**src/design/bicubic_pkg.sv**
```systemverilog
`default_nettype none

package bicubic_pkg;

    localparam int SAMPLE_W  = 24;
    localparam int CODE_W    = 3;
    localparam int WEIGHT_W  = 12;
    localparam int PRODUCT_W = 32;
    localparam int ACC_W     = 34;
    localparam int PIXEL_W   = 8;

    typedef logic signed [SAMPLE_W-1:0]  sample_t;
    typedef logic        [CODE_W-1:0]    weight_code_t;
    typedef logic signed [WEIGHT_W-1:0]  weight_t;
    typedef logic signed [PRODUCT_W-1:0] product_t;
    typedef logic signed [ACC_W-1:0]     acc_t;
    typedef logic        [PIXEL_W-1:0]   pixel_t;
    typedef logic        [1:0]           phase_t;
    typedef logic        [1:0]           tap_t;

    localparam int NUM_TAPS     = 4;
    localparam int NUM_PHASES   = 4;
    localparam int MULT_LATENCY = 2;
    localparam int SUM_LATENCY  = 1;
    localparam int COEF_SHIFT   = 11;
    localparam int ROUND_BIAS   = 1024;

    // [phase][tap], tap 0 is the top row
    localparam weight_code_t DEFAULT_CODES [NUM_PHASES][NUM_TAPS] = '{
        '{3'd0, 3'd7, 3'd4, 3'd2},
        '{3'd1, 3'd5, 3'd6, 3'd3},
        '{3'd3, 3'd6, 3'd5, 3'd1},
        '{3'd2, 3'd4, 3'd7, 3'd0}
    };

    // fixed weight set, scaled by 2048
    function automatic weight_t weight_of(input weight_code_t code);
        case (code)
            3'd0:    return -weight_t'(21);
            3'd1:    return -weight_t'(135);
            3'd2:    return -weight_t'(147);
            3'd3:    return -weight_t'(225);
            3'd4:    return weight_t'(235);
            3'd5:    return weight_t'(873);
            3'd6:    return weight_t'(1535);
            default: return weight_t'(1981);
        endcase
    endfunction

endpackage

`default_nettype wire

```
**src/design/bicubic_ifs.sv**
```systemverilog
`default_nettype none

// phase request out, four tap codes back
interface tap_code_if import bicubic_pkg::*; ();
    phase_t       phase;
    weight_code_t code0;
    weight_code_t code1;
    weight_code_t code2;
    weight_code_t code3;

    modport filter (output phase, input code0, code1, code2, code3);
    modport tbl    (input phase, output code0, code1, code2, code3);
endinterface

// products of the four taps plus the aligned valid
interface product_if import bicubic_pkg::*; ();
    product_t p0;
    product_t p1;
    product_t p2;
    product_t p3;
    logic     valid;

    modport sum (input p0, p1, p2, p3, valid);
endinterface

`default_nettype wire

```
**src/design/bicubic_coef_regs.sv**
```systemverilog
`default_nettype none

module bicubic_coef_regs import bicubic_pkg::*; (
    input  wire logic         clk,
    input  wire logic         rst,
    input  wire logic         cfg_we,
    input  wire phase_t       cfg_phase,
    input  wire tap_t         cfg_tap,
    input  wire weight_code_t cfg_code,
    tap_code_if.tbl           codes
);

    weight_code_t table_q [NUM_PHASES][NUM_TAPS];

    always_ff @(posedge clk) begin
        if (rst) begin
            table_q <= DEFAULT_CODES;
        end else if (cfg_we) begin
            // one entry per write
            table_q[cfg_phase][cfg_tap] <= cfg_code;
        end
    end

    // combinational read of the requested phase
    assign codes.code0 = table_q[codes.phase][0];
    assign codes.code1 = table_q[codes.phase][1];
    assign codes.code2 = table_q[codes.phase][2];
    assign codes.code3 = table_q[codes.phase][3];

    // a write with an unknown code would poison the table until the next reset
    a_cfg_code_known : assert property (
        @(posedge clk) disable iff (rst)
        cfg_we |-> !$isunknown({cfg_phase, cfg_tap, cfg_code})
    ) else $error("coef table written with unknown phase, tap or code");

endmodule

`default_nettype wire

```
**src/design/bicubic_mult_stage2.sv**
```systemverilog
`default_nettype none

module bicubic_mult_stage2 import bicubic_pkg::*; #(
    parameter int LATENCY = MULT_LATENCY
) (
    input  wire logic         clk,
    input  wire logic         ena,
    input  wire weight_code_t weight,
    input  wire sample_t      pixel,
    output product_t          product
);

    weight_t  coef;
    product_t prod_d;

    assign coef   = weight_of(weight);
    // full signed product, sign extended before the multiply
    assign prod_d = product_t'(pixel) * product_t'(coef);

    if (LATENCY < 1 || LATENCY > 3) begin : g_bad_latency
        $error("bicubic_mult_stage2: LATENCY must be 1 to 3");
    end

    if (LATENCY == 1) begin : g_one
        product_t prod_q;

        always_ff @(posedge clk) begin
            if (ena) begin
                prod_q <= prod_d;
            end
        end

        assign product = prod_q;
    end else begin : g_pipe
        product_t prod_q [LATENCY];

        always_ff @(posedge clk) begin
            if (ena) begin
                prod_q[0] <= prod_d;
                for (int i = 1; i < LATENCY; i++) begin
                    prod_q[i] <= prod_q[i-1];
                end
            end
        end

        assign product = prod_q[LATENCY-1];
    end

endmodule

`default_nettype wire

```
**src/design/bicubic_sum_stage2.sv**
```systemverilog
`default_nettype none

module bicubic_sum_stage2 import bicubic_pkg::*; (
    input  wire logic clk,
    input  wire logic rst,
    input  wire logic ena,
    product_if.sum    prods,
    output logic      out_valid,
    output pixel_t    out_pixel
);

    acc_t   acc;
    acc_t   biased;
    acc_t   scaled;
    pixel_t clipped;

    // four taps in acc_t so the sum cannot wrap
    assign acc = acc_t'(prods.p0) + acc_t'(prods.p1)
               + acc_t'(prods.p2) + acc_t'(prods.p3);

    assign biased = acc + acc_t'(ROUND_BIAS);
    assign scaled = biased >>> COEF_SHIFT;

    always_comb begin
        if (scaled < 0) begin
            clipped = '0;
        end else if (scaled > acc_t'(255)) begin
            clipped = 8'd255;
        end else begin
            clipped = scaled[PIXEL_W-1:0];
        end
    end

    always_ff @(posedge clk) begin
        if (ena) begin
            out_pixel <= clipped;
        end
    end

    always_ff @(posedge clk) begin
        if (rst) begin
            out_valid <= 1'b0;
        end else if (ena) begin
            out_valid <= prods.valid;
        end
    end

    // an X on the valid pipe from the top would leak here a cycle later
    a_out_valid_known : assert property (
        @(posedge clk) disable iff (rst)
        !$isunknown(out_valid)
    ) else $error("out_valid unknown after reset");

endmodule

`default_nettype wire

```
**src/design/bicubic_vert_filter.sv**
```systemverilog
`default_nettype none

module bicubic_vert_filter import bicubic_pkg::*; (
    input  wire logic         clk,
    input  wire logic         rst,
    input  wire logic         ena,
    input  wire logic         in_valid,
    input  wire phase_t       phase,
    input  wire sample_t      pix0,
    input  wire sample_t      pix1,
    input  wire sample_t      pix2,
    input  wire sample_t      pix3,
    input  wire logic         cfg_we,
    input  wire phase_t       cfg_phase,
    input  wire tap_t         cfg_tap,
    input  wire weight_code_t cfg_code,
    output logic              out_valid,
    output pixel_t            out_pixel
);

    tap_code_if codes_bus ();
    product_if  prod_bus ();

    logic [MULT_LATENCY-1:0] valid_pipe;

    assign codes_bus.phase = phase;

    bicubic_coef_regs u_coef_regs (
        .clk       (clk),
        .rst       (rst),
        .cfg_we    (cfg_we),
        .cfg_phase (cfg_phase),
        .cfg_tap   (cfg_tap),
        .cfg_code  (cfg_code),
        .codes     (codes_bus)
    );

    // one multiplier per tap, top row first
    bicubic_mult_stage2 #(.LATENCY(MULT_LATENCY)) u_mult0 (
        .clk     (clk),
        .ena     (ena),
        .weight  (codes_bus.code0),
        .pixel   (pix0),
        .product (prod_bus.p0)
    );

    bicubic_mult_stage2 #(.LATENCY(MULT_LATENCY)) u_mult1 (
        .clk     (clk),
        .ena     (ena),
        .weight  (codes_bus.code1),
        .pixel   (pix1),
        .product (prod_bus.p1)
    );

    bicubic_mult_stage2 #(.LATENCY(MULT_LATENCY)) u_mult2 (
        .clk     (clk),
        .ena     (ena),
        .weight  (codes_bus.code2),
        .pixel   (pix2),
        .product (prod_bus.p2)
    );

    bicubic_mult_stage2 #(.LATENCY(MULT_LATENCY)) u_mult3 (
        .clk     (clk),
        .ena     (ena),
        .weight  (codes_bus.code3),
        .pixel   (pix3),
        .product (prod_bus.p3)
    );

    // valid follows the products through the multiplier depth
    always_ff @(posedge clk) begin
        if (rst) begin
            valid_pipe <= '0;
        end else if (ena) begin
            valid_pipe[0] <= in_valid;
            for (int i = 1; i < MULT_LATENCY; i++) begin
                valid_pipe[i] <= valid_pipe[i-1];
            end
        end
    end

    assign prod_bus.valid = valid_pipe[MULT_LATENCY-1];

    bicubic_sum_stage2 u_sum (
        .clk       (clk),
        .rst       (rst),
        .ena       (ena),
        .prods     (prod_bus),
        .out_valid (out_valid),
        .out_pixel (out_pixel)
    );

endmodule

`default_nettype wire

```
**config.mk**
```make
export PLATFORM = sky130hd
export DESIGN_NAME = bicubic_vert_filter
export DESIGN_NICKNAME = d
export VERILOG_FILES = /design/src/design/bicubic_pkg.sv /design/src/design/bicubic_ifs.sv /design/src/design/bicubic_coef_regs.sv /design/src/design/bicubic_mult_stage2.sv /design/src/design/bicubic_sum_stage2.sv /design/src/design/bicubic_vert_filter.sv
export SDC_FILE = /design/constraint.sdc
export NUM_CORES = 2
export LEC_CHECK = 0
export ABC_AREA = 1
export BUFFER_PORTS_ARGS = -buffer_cell sky130_fd_sc_hd__buf_2
export CORE_MARGIN = 4
export CORE_UTILIZATION = 40
export DETAILED_ROUTE_END_ITERATION = 6
export SETUP_SLACK_MARGIN = 0.4
export SYNTH_ARGS = -nofsm -noshare
export SYNTH_HDL_FRONTEND = slang
export SYNTH_SLANG_ARGS = --single-unit
export TNS_END_PERCENT = 5
```
**constraint.sdc**
```tcl
create_clock -name clk -period 5.95 [get_ports clk]
set_input_delay 0.595 -clock clk [delete_from_list [all_inputs] [get_ports clk]]
set_output_delay 0.595 -clock clk [all_outputs]
set_load 0.01 [all_outputs]
```
==> impl_metrics.csv <==
group,metric,value,unit
timing,fin_setup_tns,0,ns
clocking,number_of_clock_buffers_inserted_by_tritoncts,31,
route,wl_per_cell,17.1,um
placement,gp_routability_congestion,0.920,
global_route,antenna_found_initial,7,
setup_path,endpoint_kind,"flip-flop",
floorplanning,die_width,362,um
floorplanning,placeableCoreArea,124000,um2
route,drt_first_pass_iters,5,
yosys,synth.avg_cell_area,8.90,um2
global_route,grt_first_pass_wirelength,217000,um
route,drt.antenna.violating_nets,0,
setup_path,critical-path-top-cell-by-count,"sky130_fd_sc_hd__fa_1",
yosys,synthDominantCellAreaShare,39.9,%
global_route,via_count_of_the_first_global_routing_pass,40131,
global_route,met1_layer_usage_reported_by_global_route,28.4,%
finish,drive_gt1_share,17.9,%
clocking,clk-insertion-delay-late,0.59,ns
finish,postLayoutCellArea,59800,um2
clocking,cts_tree,"built",
yosys,synth-edff-count,264,
yosys,ys_warns,0,
yosys,synthMostInstantiatedCell,"sky130_fd_sc_hd__inv_1",
timing,setup_viol_count_final,0,
timing,fmax,0.172,GHz
placement,placed_cell_area,57000,um2
route,postRouteWirelength,135000,um
global_route,gr-max-usage-layer,"met2",
setup_path,path_delay_family,"adder cells",
route,detailroute.via_count,37546,
placement,numPortBuffers,118,
yosys,syn_nets,7063,
yosys,synth_top_flop_cell,"sky130_fd_sc_hd__edfxtp_1",
clocking,cts_sinks,315,
yosys,synth.largest_area_cell,"sky130_fd_sc_hd__fa_1",
setup_path,worstPathArrival,6.14,ns
setup_path,crit_buf_inv,12,
run_status,outcome,"finished, final reports clean",
floorplanning,std_cell_rows,129,
global_route,grt_remaining_overflow,0,
global_route,maximum_number_of_pins_on_one_net_before_global_route_repair,178,
placement,dp.final_hpwl,115000,um
setup_path,worst-endpoint-required,6.28,ns
floorplanning,design.portCount,119,
clocking,cts.htree.levels,1,
clocking,post_cts_hold_buffer_count,0,
setup_path,cpMaxStageDelayCell,"sky130_fd_sc_hd__fa_1",
global_route,grtUsageTotal,21.0,%
yosys,synthDistinctLibCells,56,
setup_path,max_fanout_on_critical_path,7,
setup_path,worst_setup_path_start_kind,"input pin",
setup_path,critical_path.max_stage_delay,0.57,ns
yosys,synth-seq-cells,315,
global_route,grt.met3_usage,2.97,%
yosys,synthArstFlopShare,0,%
route,remaining_drc_errors,0,
setup_path,timing_worst_setup_path_type,"in2reg",
timing,rsz0062_at_grt,"true",
floorplanning,chipHeight,362,um
finish,area_growth,19.6,%
clocking,clockRootBuffer,"sky130_fd_sc_hd__clkbuf_16",
clocking,clk_transition_reported_paths,0.07,ns
clocking,cts.path.max_buffers,3,
global_route,globalRouteMet2Util,35.7,%
timing,layout_worst_path_cycle_share,97.8,%
yosys,synthTopCellsByArea,"sky130_fd_sc_hd__fa_1 (40%), sky130_fd_sc_hd__edfxtp_1 (16%), sky130_fd_sc_hd__inv_1 (11%)",
finish,nNetsFinal,7670,
yosys,syn_inst,5616,
floorplanning,start_util,40.3,%
route,per_cell_via_count_in_the_routed_design,4.76,
timing,timing.final.hold_violations,0,
timing,maxSlewHeadroom,37.8,%
route,initialDrtViolationCount,2444,
yosys,syn_area,50000,um2
hold_path,worstHoldPathType,"in2reg",
floorplanning,dieArea,131000,um2
timing,timing.final.crit_period,5.82,ns
timing,clock-skew-final,0.0264,ns
run,max_cap_viol_count,0,
timing,tightestPinTransition,0.932,ns
timing,timing_max_transition_violations_final,0,
yosys,synth.top_cells.by_count,"sky130_fd_sc_hd__inv_1 (1,499), sky130_fd_sc_hd__nand2_1 (1,153), sky130_fd_sc_hd__fa_1 (996)",
yosys,yosysSeqAreaShare,17.9,%
[state kept, by name, indices dropped and copies added (netlist names)]
signal                 count
u_mult1.g_pipe.prod_q     64
u_coef_regs.table_q       48
u_sum.out_pixel            8
u_mult2.g_pipe.prod_q     64
u_mult0.g_pipe.prod_q     64
valid_pipe                 2
u_sum.out_valid            1
u_mult3.g_pipe.prod_q     64
[area by class of cell]
| cell class | instances | area, um2 |
|---|---|---|
| fillers | 11770 | 64100 |
| multi-input cells | 3637 | 36400 |
| flip-flops and latches | 315 | 8950 |
| inverters | 1523 | 5800 |
| repair buffers | 712 | 5610 |
| well taps | 1637 | 2050 |
| clock buffers | 38 | 822 |
| clock inverters | 20 | 170 |
| repair inverters | 3 | 21.3 |
| diodes | 4 | 10.0 |
[tightest hold or removal path: cells and delay by family]
kind	cells	cell delay (ns)
and+or+nand+nor	2	0.11
buffers and inverters	1	0.08
[stage by stage]
| stage | utilization (%) | hold slack (ns) | cells | worst slack (ns) |
|---|---|---|---|---|
| after CTS | 47.4 | 0.228 | 7868 | 0.226 |
| after global routing | 48.2 | 0.236 | 7888 | -0.110 |
| after global placement | 46.0 | 0.402 | 7787 | -0.722 |
| after detailed placement | 46.0 | 0.405 | 7787 | -0.725 |
| final | 48.3 | 0.250 | 7889 | 0.133 |
| after floorplan | - | 0.400 | 5616 | 0.0327 |
[logic make-up (layout without fill, tap and decap cells)]
group                      Yosys count  after routing  synth area share [%]
AOI/OAI and AO/OA                  331            331                  3.78
xor gates and xnor gates           145            145                  2.56
adders and majority gates         1337           1337                  48.4
buffers and inverters             1664           2296                  12.7
DFF                                315            315                  17.9
other                                0              4                     0
and+or+nand+nor                   1824           1824                  14.7
[repair_timing]
item                       4_1_cts  5_1_grt
cloned                           4        0
hold endpoints to repair         0        0
setup endpoints to repair       73       78
gates resized for setup        124      204
pin swaps                       36       84
setup buffers                   19       17
[layer usage]
metal	part of all wire [%]	wire (um)
met1	43	57900
met2	49	65800
met4	2.7	3620
met3	5.5	7430
met5	0	0
[final timing paths]
kind,from,endpoint,slack (ns),depth (start not counted)
setup / recovery,phase[1],u_mult1.g_pipe.prod_q[0][28]$_DFFE_PP_,0.13,31
hold / removal,in_valid,valid_pipe[0]$_SDFFE_PP0P_,0.25,3
setup reg to reg,u_coef_regs.table_q[32]$_SDFFE_PP1P_,u_mult1.g_pipe.prod_q[0][28]$_DFFE_PP_,0.14,30
hold reg to reg,u_mult2.g_pipe.prod_q[0][8]$_DFFE_PP_,u_mult2.g_pipe.prod_q[0][40]$_DFFE_PP_,0.40,0
[cell usage in the layout (no fill, tap or decap), types with 51 or more instances in the layout]
cell type | Yosys | routed
sky130_fd_sc_hd__xnor2_1 | 56 | 54
sky130_fd_sc_hd__ha_4 | 0 | 51
sky130_fd_sc_hd__nor2_1 | 472 | 423
sky130_fd_sc_hd__inv_1 | 1499 | 1472
sky130_fd_sc_hd__edfxtp_1 | 264 | 264
sky130_fd_sc_hd__xor2_1 | 88 | 81
sky130_fd_sc_hd__buf_4 | 2 | 541
sky130_fd_sc_hd__nand2_1 | 1153 | 1120
sky130_fd_sc_hd__buf_2 | 6 | 116
sky130_fd_sc_hd__nand3_1 | 96 | 85
sky130_fd_sc_hd__fa_1 | 996 | 981
sky130_fd_sc_hd__a21oi_1 | 157 | 117
sky130_fd_sc_hd__o21ai_0 | 97 | 70
sky130_fd_sc_hd__ha_1 | 341 | 285
Power is left out: the tool's default activity adds up to more than one toggle a clock period on the data nets, which glitch-free logic cannot reach.
